$ cat config.mk
export PLATFORM = sky130hd
export DESIGN_NAME = tlul_host_intg_top
export DESIGN_NICKNAME = d
export VERILOG_FILES = /design/src/rtl/tlul_intg_pkg.sv /design/src/rtl/tlul_a_if.sv /design/src/rtl/tlul_host_intg_top.sv /design/src/rtl/tlul_a_chan_reg.sv /design/src/rtl/tlul_data_intg_gen.sv /design/src/rtl/tlul_cmd_intg_gen.sv /design/src/rtl/secded_inv_39_32_enc.sv /design/src/rtl/secded_inv_64_57_enc.sv
export VERILOG_INCLUDE_DIRS = /design/src /design/src/rtl
export SDC_FILE = /design/constraint.sdc
export NUM_CORES = 1
export LEC_CHECK = 0
export BUFFER_PORTS_ARGS = -buffer_cell sky130_fd_sc_hd__buf_2
export CORE_MARGIN = 10
export CORE_UTILIZATION = 37
export DETAILED_ROUTE_END_ITERATION = 12
export PLACE_DENSITY_LB_ADDON = 0.12
export REMOVE_ABC_BUFFERS = 1
export SETUP_SLACK_MARGIN = 0.02
export SYNTH_ARGS = -nofsm -noshare
export SYNTH_HDL_FRONTEND = slang
export SYNTH_HIERARCHICAL = 1
export SYNTH_SLANG_ARGS = --single-unit
$ cat constraint.sdc
create_clock -name clk_i -period 2.9 [get_ports clk_i]
set_clock_uncertainty 0.1 [all_clocks]
set_input_delay 0.58 -clock clk_i [delete_from_list [all_inputs] [get_ports clk_i]]
set_output_delay 0.58 -clock clk_i [all_outputs]
set_load 0.02 [all_outputs]
$ cat src/rtl/tlul_intg_cfg.svh
// ************************************************************************
// TL-UL host integrity configuration
// Bus widths, check-code widths and the default data integrity enable
// ************************************************************************

`ifndef TLUL_INTG_CFG_SVH
`define TLUL_INTG_CFG_SVH

// Address, data and byte mask widths of the A channel
`define TLUL_AW 32
`define TLUL_DW 32
`define TLUL_DBW 4

// Check bits of the command code and of the data code
`define TLUL_CMD_INTG_W 7
`define TLUL_DATA_INTG_W 7

// Input width of the (64,57) command encoder
`define TLUL_CMD_MAX_W 57

// Data integrity is generated unless a module overrides this
`define TLUL_DATA_INTG_EN 1

`endif
$ cat src/rtl/tlul_intg_pkg.sv
// ************************************************************************
// TL-UL host integrity types
// Opcode encoding, multi-bit boolean and the packed command that is
// covered by the command integrity code
// ************************************************************************

`default_nettype none

`include "tlul_intg_cfg.svh"

package tlul_intg_pkg;

    // A-channel opcodes used by this host
    typedef enum logic [2:0] {
        PutFullData    = 3'h0,
        PutPartialData = 3'h1,
        Get            = 3'h4
    } tl_a_op_e;

    // Multi-bit boolean; every pattern other than these two is invalid
    typedef enum logic [3:0] {
        MuBi4True  = 4'h6,
        MuBi4False = 4'h9
    } mubi4_t;

    // Command fields protected by the command code, 43 bits in total
    // The instruction type sits in the top bits, the byte mask at the bottom
    typedef struct packed {
        mubi4_t                instr_type;
        logic [`TLUL_AW-1:0]   addr;
        tl_a_op_e              opcode;
        logic [`TLUL_DBW-1:0]  mask;
    } tl_h2d_cmd_intg_t;

endpackage : tlul_intg_pkg

`default_nettype wire

$ cat src/rtl/tlul_a_if.sv
// ************************************************************************
// TL-UL A-channel request bundle
// One host request as seen by the integrity generators and the A-channel
// output register
// ************************************************************************

`timescale 1ns/100ps
`default_nettype none

`include "tlul_intg_cfg.svh"

interface tlul_a_if;
    import tlul_intg_pkg::*;

    // Request strobe; no ready exists, so every high cycle is a request
    logic                   valid;
    mubi4_t                 instr_type;
    logic [`TLUL_AW-1:0]    addr;
    tl_a_op_e               opcode;
    logic [`TLUL_DBW-1:0]   mask;
    logic [`TLUL_DW-1:0]    data;

    // Driving side, wired from the top-level ports
    modport src (output valid, instr_type, addr, opcode, mask, data);

    // Consuming side, shared by both generators and the output register
    modport dst (input valid, instr_type, addr, opcode, mask, data);

endinterface : tlul_a_if

`default_nettype wire

$ cat src/rtl/tlul_host_intg_top.sv
// ************************************************************************
// TL-UL host request integrity top level
// Turns a plain host command into a registered A-channel beat carrying
// command and data integrity, one cycle after the request
// ************************************************************************

`timescale 1ns/100ps
`default_nettype none

`include "tlul_intg_cfg.svh"

module tlul_host_intg_top #(
    parameter bit EnableDataIntgGen = `TLUL_DATA_INTG_EN
) (
    input  logic                          clk_i,
    input  logic                          reset_i,
    input  logic                          req_valid_i,
    input  tlul_intg_pkg::mubi4_t         req_instr_type_i,
    input  logic [`TLUL_AW-1:0]           req_addr_i,
    input  tlul_intg_pkg::tl_a_op_e       req_opcode_i,
    input  logic [`TLUL_DBW-1:0]          req_mask_i,
    input  logic [`TLUL_DW-1:0]           req_data_i,
    output logic                          a_valid_o,
    output tlul_intg_pkg::mubi4_t         a_instr_type_o,
    output tlul_intg_pkg::tl_a_op_e       a_opcode_o,
    output logic [`TLUL_AW-1:0]           a_address_o,
    output logic [`TLUL_DBW-1:0]          a_mask_o,
    output logic [`TLUL_DW-1:0]           a_data_o,
    output logic [`TLUL_CMD_INTG_W-1:0]   a_cmd_intg_o,
    output logic [`TLUL_DATA_INTG_W-1:0]  a_data_intg_o
);

    logic [`TLUL_CMD_INTG_W-1:0]  cmd_intg;
    logic [`TLUL_DATA_INTG_W-1:0] data_intg;

    // Request bundle shared by the generators and the output register
    tlul_a_if req_if ();

    assign req_if.valid      = req_valid_i;
    assign req_if.instr_type = req_instr_type_i;
    assign req_if.addr       = req_addr_i;
    assign req_if.opcode     = req_opcode_i;
    assign req_if.mask       = req_mask_i;
    assign req_if.data       = req_data_i;

    // Both codes are combinational and settle in the request cycle
    tlul_cmd_intg_gen u_cmd_intg_gen (
        .req        (req_if.dst),
        .cmd_intg_o (cmd_intg)
    );

    tlul_data_intg_gen #(
        .EnableDataIntgGen (EnableDataIntgGen)
    ) u_data_intg_gen (
        .req         (req_if.dst),
        .data_intg_o (data_intg)
    );

    tlul_a_chan_reg u_a_chan_reg (
        .clk_i          (clk_i),
        .reset_i        (reset_i),
        .req            (req_if.dst),
        .cmd_intg_i     (cmd_intg),
        .data_intg_i    (data_intg),
        .a_valid_o      (a_valid_o),
        .a_instr_type_o (a_instr_type_o),
        .a_opcode_o     (a_opcode_o),
        .a_address_o    (a_address_o),
        .a_mask_o       (a_mask_o),
        .a_data_o       (a_data_o),
        .a_cmd_intg_o   (a_cmd_intg_o),
        .a_data_intg_o  (a_data_intg_o)
    );

endmodule : tlul_host_intg_top

`default_nettype wire

$ cat src/rtl/tlul_a_chan_reg.sv
// ************************************************************************
// TL-UL A-channel output register
// Captures a request and both integrity codes in the same clock edge so
// that the beat leaves the host with fields and codes aligned
// ************************************************************************

`timescale 1ns/100ps
`default_nettype none

`include "tlul_intg_cfg.svh"

module tlul_a_chan_reg (
    input  logic                          clk_i,
    input  logic                          reset_i,
    tlul_a_if.dst                         req,
    input  logic [`TLUL_CMD_INTG_W-1:0]   cmd_intg_i,
    input  logic [`TLUL_DATA_INTG_W-1:0]  data_intg_i,
    output logic                          a_valid_o,
    output tlul_intg_pkg::mubi4_t         a_instr_type_o,
    output tlul_intg_pkg::tl_a_op_e       a_opcode_o,
    output logic [`TLUL_AW-1:0]           a_address_o,
    output logic [`TLUL_DBW-1:0]          a_mask_o,
    output logic [`TLUL_DW-1:0]           a_data_o,
    output logic [`TLUL_CMD_INTG_W-1:0]   a_cmd_intg_o,
    output logic [`TLUL_DATA_INTG_W-1:0]  a_data_intg_o
);
    import tlul_intg_pkg::*;

    always_ff @(posedge clk_i) begin
        if (reset_i) begin
            a_valid_o      <= 1'b0;
            a_instr_type_o <= mubi4_t'(4'h0);
            a_opcode_o     <= PutFullData;
            a_address_o    <= '0;
            a_mask_o       <= '0;
            a_data_o       <= '0;
            a_cmd_intg_o   <= '0;
            a_data_intg_o  <= '0;
        end else begin
            // Valid follows the request strobe with one cycle of delay
            a_valid_o <= req.valid;
            // Payload only moves on a request, idle cycles keep the last beat
            if (req.valid) begin
                a_instr_type_o <= req.instr_type;
                a_opcode_o     <= req.opcode;
                a_address_o    <= req.addr;
                a_mask_o       <= req.mask;
                a_data_o       <= req.data;
                a_cmd_intg_o   <= cmd_intg_i;
                a_data_intg_o  <= data_intg_i;
            end
        end
    end

endmodule : tlul_a_chan_reg

`default_nettype wire

$ cat src/rtl/tlul_data_intg_gen.sv
// ************************************************************************
// TL-UL data integrity generator
// Returns the check bits of the inverted (39,32) code over the write data,
// or zeros when data integrity is disabled
// ************************************************************************

`timescale 1ns/100ps
`default_nettype none

`include "tlul_intg_cfg.svh"

module tlul_data_intg_gen #(
    parameter bit EnableDataIntgGen = `TLUL_DATA_INTG_EN
) (
    tlul_a_if.dst                         req,
    output logic [`TLUL_DATA_INTG_W-1:0]  data_intg_o
);

    if (EnableDataIntgGen) begin : gen_data_intg
        logic [`TLUL_DW+`TLUL_DATA_INTG_W-1:0] data_word;

        // Code is computed for every cycle, the output register picks it up
        // only together with a valid request
        secded_inv_39_32_enc u_data_enc (
            .data_i (req.data),
            .data_o (data_word)
        );

        assign data_intg_o = data_word[`TLUL_DW+`TLUL_DATA_INTG_W-1:`TLUL_DW];
    end else begin : gen_no_data_intg
        // No encoder is built; the device side must not check data then
        assign data_intg_o = '0;
    end

endmodule : tlul_data_intg_gen

`default_nettype wire

$ cat src/rtl/tlul_cmd_intg_gen.sv
// ************************************************************************
// TL-UL command integrity generator
// Packs the command fields of a request and returns the seven check bits
// of the inverted (64,57) code over them
// ************************************************************************

`timescale 1ns/100ps
`default_nettype none

`include "tlul_intg_cfg.svh"

module tlul_cmd_intg_gen (
    tlul_a_if.dst                        req,
    output logic [`TLUL_CMD_INTG_W-1:0]  cmd_intg_o
);
    import tlul_intg_pkg::*;

    tl_h2d_cmd_intg_t             cmd;
    logic [`TLUL_CMD_MAX_W-1:0]   cmd_ext;
    logic [63:0]                  cmd_word;

    // Field order follows the struct, instruction type in the top bits
    assign cmd = '{
        instr_type: req.instr_type,
        addr:       req.addr,
        opcode:     req.opcode,
        mask:       req.mask
    };

    // The 43-bit command is zero-extended to the encoder width
    assign cmd_ext = `TLUL_CMD_MAX_W'(cmd);

    secded_inv_64_57_enc u_cmd_enc (
        .data_i (cmd_ext),
        .data_o (cmd_word)
    );

    // Only the check bits leave; the echoed command bits are not needed
    assign cmd_intg_o = cmd_word[63:`TLUL_CMD_MAX_W];

endmodule : tlul_cmd_intg_gen

`default_nettype wire

$ cat src/rtl/secded_inv_39_32_enc.sv
// ************************************************************************
// Inverted Hsiao SECDED (39,32) encoder
// Passes 32 data bits through and appends seven inverted check bits
// ************************************************************************

`timescale 1ns/100ps
`default_nettype none

module secded_inv_39_32_enc (
    input  logic [31:0] data_i,
    output logic [38:0] data_o
);

    // An all-zero data word encodes to exactly this pattern
    localparam logic [6:0] InvPattern = 7'h2A;

    logic [6:0] check;

    // Parity over the seven Hsiao rows of the (39,32) code
    assign check[0] = ^(data_i & 32'h2606BD25);
    assign check[1] = ^(data_i & 32'hDEBA8050);
    assign check[2] = ^(data_i & 32'h413D89AA);
    assign check[3] = ^(data_i & 32'h31234ED1);
    assign check[4] = ^(data_i & 32'hC2C1323B);
    assign check[5] = ^(data_i & 32'h2DCC624C);
    assign check[6] = ^(data_i & 32'h98505586);

    assign data_o = {check ^ InvPattern, data_i};

endmodule : secded_inv_39_32_enc

`default_nettype wire

$ cat src/rtl/secded_inv_64_57_enc.sv
// ************************************************************************
// Inverted Hsiao SECDED (64,57) encoder
// Passes 57 data bits through and appends seven inverted check bits
// ************************************************************************

`timescale 1ns/100ps
`default_nettype none

module secded_inv_64_57_enc (
    input  logic [56:0] data_i,
    output logic [63:0] data_o
);

    // Inversion keeps the all-zero word from being a valid codeword
    localparam logic [6:0] InvPattern = 7'h54;

    logic [6:0] check;

    // Each check bit is the parity over one Hsiao row of the H matrix
    // Every data column has an odd weight, which gives double error detection
    assign check[0] = ^(data_i & 57'h103FFF800007FFF);
    assign check[1] = ^(data_i & 57'h17C1FF801FF801F);
    assign check[2] = ^(data_i & 57'h1BDE1F87E0781E1);
    assign check[3] = ^(data_i & 57'h1DEEE3B8E388E22);
    assign check[4] = ^(data_i & 57'h1EF76CDB2C93244);
    assign check[5] = ^(data_i & 57'h1F7BB56D5525488);
    assign check[6] = ^(data_i & 57'h1FBDDA769A46910);

    // Data in the low bits, inverted check bits on top
    assign data_o = {check ^ InvPattern, data_i};

endmodule : secded_inv_64_57_enc

`default_nettype wire

Yosys cells after proc, flatten, opt, wreduce, memory -nomap -nowiden
Cells that the tools add are included.
- register bits after elaboration: 90
- bits of input ports: 78
- logic and storage cells: 24
- bitwise gates (word level): 2
- reductions and logical operators: 14
- operator list (kind ; count):
    $reduce_xor 57->1 ; 7
    $reduce_xor 32->1 ; 7
    $not 3->3 ; 2

Logic depth before layout (Yosys ltp)
- word-level depth: 2
- depth in mapped cells: 6

Modules after synthesis
The synthesis kept the hierarchy.
- modules (own cells, without submodules) (module ; seq. area each (sq um) ; times used ; area each (sq um) ; cells an instance):
    tlul_a_chan_reg ; 1801.7 ; 1 ; 3219.3 ; 289
    secded_inv_64_57_enc ; 0.0 ; 1 ; 1706.6 ; 152
    secded_inv_39_32_enc ; 0.0 ; 1 ; 930.9 ; 83
    tlul_cmd_intg_gen ; 0.0 ; 1 ; 3.8 ; 1

Least setup slack after synthesis
Ideal clock, no wire load.
- kind: in2reg
- start: input port req_instr_type_i[3]
- end: register u_a_chan_reg.a_cmd_intg_o[6]
- arrival: 2037 ps
- cell stages on the path: 6
- slack: 646 ps
- data required time: 2683 ps
- setup time: 117 ps
- buffers on the path: 0
- path through: xnor3_1 xnor3_2 xnor3_1 xnor2_1 mux2i_1 nor2_1
- cells in the longest elaborated chain, start to end: 2
- ends and longest elaborated chain (what ; RTL line ; source):
    start: declaration ; tlul_host_intg_top.sv:18 ; input tlul_intg_pkg::mubi4_t req_instr_type_i,
    $reduce_xor 57->1 ; secded_inv_64_57_enc.sv:27 ; assign check[6] = ^(data_i & 57'h1FBDDA769A46910);
    $not 3->3 (no line) ; -- ;
    via cmd_intg[6] ; tlul_host_intg_top.sv:33 ; logic [`TLUL_CMD_INTG_W-1:0] cmd_intg;
    end signal: assignment ; tlul_a_chan_reg.sv:49 ; a_cmd_intg_o <= cmd_intg_i;
    end: declaration ; tlul_a_chan_reg.sv:24 ; output logic [`TLUL_CMD_INTG_W-1:0] a_cmd_intg_o,
The timed path passes the listed nets, and every way through them passes these cells.
A chain may end at the register's enable or synchronous reset.

Final worst setup path
- start: input port req_addr_i[28]
- end: register u_a_chan_reg.a_cmd_intg_o[0]
- cells in the longest elaborated chain, start to end: 1
- ends and longest elaborated chain (what ; RTL line ; source):
    start: declaration ; tlul_host_intg_top.sv:19 ; input logic [`TLUL_AW-1:0] req_addr_i,
    $reduce_xor 57->1 ; secded_inv_64_57_enc.sv:21 ; assign check[0] = ^(data_i & 57'h103FFF800007FFF);
    via cmd_intg[0] ; tlul_host_intg_top.sv:33 ;
The timed path passes the listed nets, and every way through them passes these cells.

==> impl_summary.md <==
Logic synthesis
The post-synthesis cell area is 5190 µm². The total of warnings raised by yosys is 6. The mean instance size in the synthesized netlist is 11.9 µm². Synthesis produced a netlist whose cell count is 436.

Die
The standard cell core area is 13800 µm². The die is 138 µm tall. The die covers about 19000 µm².

The initial utilization of the core area, before any placement, comes to between 30% and 40%. 168 I/O pins were placed. The die width is between 100 and 150 µm. In this run the core area contains 43 standard-cell rows.

Setup path
The kind of launch point of the worst setup path is an input port. At the worst endpoint, the arrival time is 2.37 ns. In this run the critical register-to-register path is launched from u_a_chan_reg/a_cmd_intg_o[6]. The setup check on the worst reg-to-reg path leaves a slack of roughly 2.2 ns. Walking the worst path, the cells encountered are buf_2, xnor3_1, xnor2_1, xnor2_1, xnor3_1, mux2i_1, nor2_1.

Of all nets on the critical path, the largest fanout is 3. The element type at the critical path end is a flop. The critical path's slowest cell is xnor3_1. The worst register-to-register path has a depth of 2. For the worst setup path, the data required time is 3.02 ns.

The endpoint identified for the worst register-to-register timing path is u_a_chan_reg/a_cmd_intg_o[6]. The critical path in this run is classified as in -> reg. The delay of the slowest critical-path stage is 0.44 ns.

Timing
The final period utilization is around 78%. The relative slew slack is 65.6%. The count of final setup violators is 0.

The final hold violation count is 0. The final-report max-slew violation count is 0. Setup repair after global routing left no endpoint under its margin. In the post-route analysis, the smallest setup slack over all paths is 0.650 ns. The worst path in the final design needs a cycle of 2.25 ns, including I/O delays and setup. Setup total negative slack on the finished layout was measured at 0 ns.

Static timing analysis puts the maximum clock frequency at 0.444 GHz. The measured slew at the worst slew-check pin is 0.516 ns.

Clocking
The clock drives 90 sinks. The cell chosen for the clock root is clkbuf_16. The clock latency on the worst-skew pair is 0.34 ns. The count of instances resized after the clock tree is built is 0. The clock slew seen by the registers of the worst setup and hold paths is roughly 0.060 ns.

The number of buffers between clock root and the deepest sink is 2. The TritonCTS clock tree is done. After clock tree synthesis, the flow added hold-fix buffers numbering 0.

The CTS H-tree depth is 3. Clock tree synthesis inserted a total of 9 buffers. Post-CTS timing repair inserted 0 buffers for setup.

Route
The total number of vias is 3590. In this run the remaining antenna-violating nets after routing total 0. In the routed design, unresolved DRC markers number 0. For this block, the routed nets add up to between 10000 and 15000 µm of wire. Using the TritonRoute via totals, the vias-per-cell ratio works out to roughly 4.4. The count of TritonRoute iterations in the first routing pass is 4.

Dividing the detail-routed wire length by the instance count gives between 15 and 20 µm. For this block, the initial DRC count from the detailed router was 133.

Placement
The final RePlAce weighted congestion is 0.802. OpenSTA, run right after detailed placement, puts the worst setup slack at 0.282 ns. The wire-length estimate of the detail-placed layout is 10900 µm. The count of input and output buffers is 167.

Global routing
Entering global routing, the biggest net connects 91 pins. The number of antenna violations at the first check in global routing is 0. Global routing used 14.0% of the available tracks across all layers. The final global-route overflow total is 0. The number of global-route vias before repair was roughly 3800. The first global-routing pass estimated 21500 µm of wire.

Layout
The repair_antennas step left the layout with diodes totalling 0. The number of fill cells in the layout is 1376. The fraction of final layout cells sized beyond drive strength 1 is 30.0%.

The net count of the finished layout is 702. Summing all multi-input logic gate instances after layout gives between 3000 and 4000 µm². The synthesis-to-layout area growth is 25.4%. Across the whole layout, storage elements account for about 1800 µm².

Min path
The worst hold path belongs to the class reg -> reg. The worst min-delay path endpoint is u_a_chan_reg/a_data_o[13]. The beginning of the worst hold path is u_a_chan_reg/a_data_o[13].

The number of instances on the worst hold path is 2.

Pwr
Dividing total power by cell area gives a power density of approximately 650 nW/µm². The maximum vdd drop is 0.270 mV. The leakage power is 0.00346 µW.

Status
The run finished with clean final reports.

Job
The number of violations of the max-capacitance limit is 0.
## registers in the layout, indices dropped and copies added (netlist names)
register and flops:
u_a_chan_reg/a_cmd_intg_o 7, u_a_chan_reg/a_data_intg_o 7, u_a_chan_reg/a_valid_o 1, u_a_chan_reg/a_mask_o 4, u_a_chan_reg/a_data_o 32, u_a_chan_reg/a_opcode_o 3
u_a_chan_reg/a_instr_type_o 4, u_a_chan_reg/a_address_o 32
## worst max-delay path by stage
stage / start / endpoint / slack, ns / depth (start not counted)
floorplan: req_instr_type_i[3] / u_a_chan_reg/a_cmd_intg_o[6] / 0.65 / 6
global placement: req_addr_i[28] / u_a_chan_reg/a_cmd_intg_o[2] / 0.36 / 7
detailed placement: req_addr_i[28] / u_a_chan_reg/a_cmd_intg_o[0] / 0.28 / 7
CTS: req_addr_i[28] / u_a_chan_reg/a_cmd_intg_o[0] / 0.66 / 7
global route: req_addr_i[28] / u_a_chan_reg/a_cmd_intg_o[0] / 0.53 / 7
finish: req_addr_i[28] / u_a_chan_reg/a_cmd_intg_o[0] / 0.65 / 7
## per-stage QoR
step / total power (µW) / util, % / hold slack [ns] / cell area [µm²] / std cells
after global routing: 4460 / 47.1 / 0.398 / 6510 / 809
after global placement: 3110 / 45.1 / 0.366 / 6230 / 793
after floorplan: 2670 / - / 0.479 / 5110 / 443
after CTS: 4280 / 47.1 / 0.393 / 6510 / 809
final: 4210 / 47.1 / 0.386 / 6510 / 809
after detailed placement: 3140 / 45.1 / 0.377 / 6230 / 793
## critical path: cells and delay by family
| kind | cells | cell delay [ns] |
|---|---|---|
| simple gates | 1 | 0.05 |
| mux | 1 | 0.14 |
| buf+inv | 1 | 0.12 |
| xor+xnor | 4 | 1.48 |
## report_power, final
| part | switching (µW) | internal, µW |
|---|---|---|
| Sequential | 65.2 | 1360 |
| Combinational | 739 | 931 |
| Clock | 485 | 627 |
## routing by layer
metal	track usage [%]	part of all wire, %	vias to the layer above
met5	0	0	-
met4	4.00	0.91	0
met3	5.21	7.9	11
met2	20.8	43	108
met1	18.6	48	1680
li1	-	-	1791
## area by class of cell
| type | instances | area share [%] |
|---|---|---|
| well taps | 180 | 3.46 |
| multi-input cells | 353 | 50.7 |
| repair buffers | 170 | 13.8 |
| clock inverters | 4 | 0.403 |
| flip-flops and latches | 90 | 27.7 |
| clock buffers | 12 | 3.94 |
## layout by cell type, fill, tap and decap left out, types with 3 or more instances in the layout
master,count
dfxtp_1,90
clkbuf_16,9
buf_2,166
xnor2_1,82
nor2_1,89
xor2_1,14
mux2i_1,89
xnor3_1,44
conb_1,28
buf_12,3
Note: power is estimated with default switching activity, not from simulation.
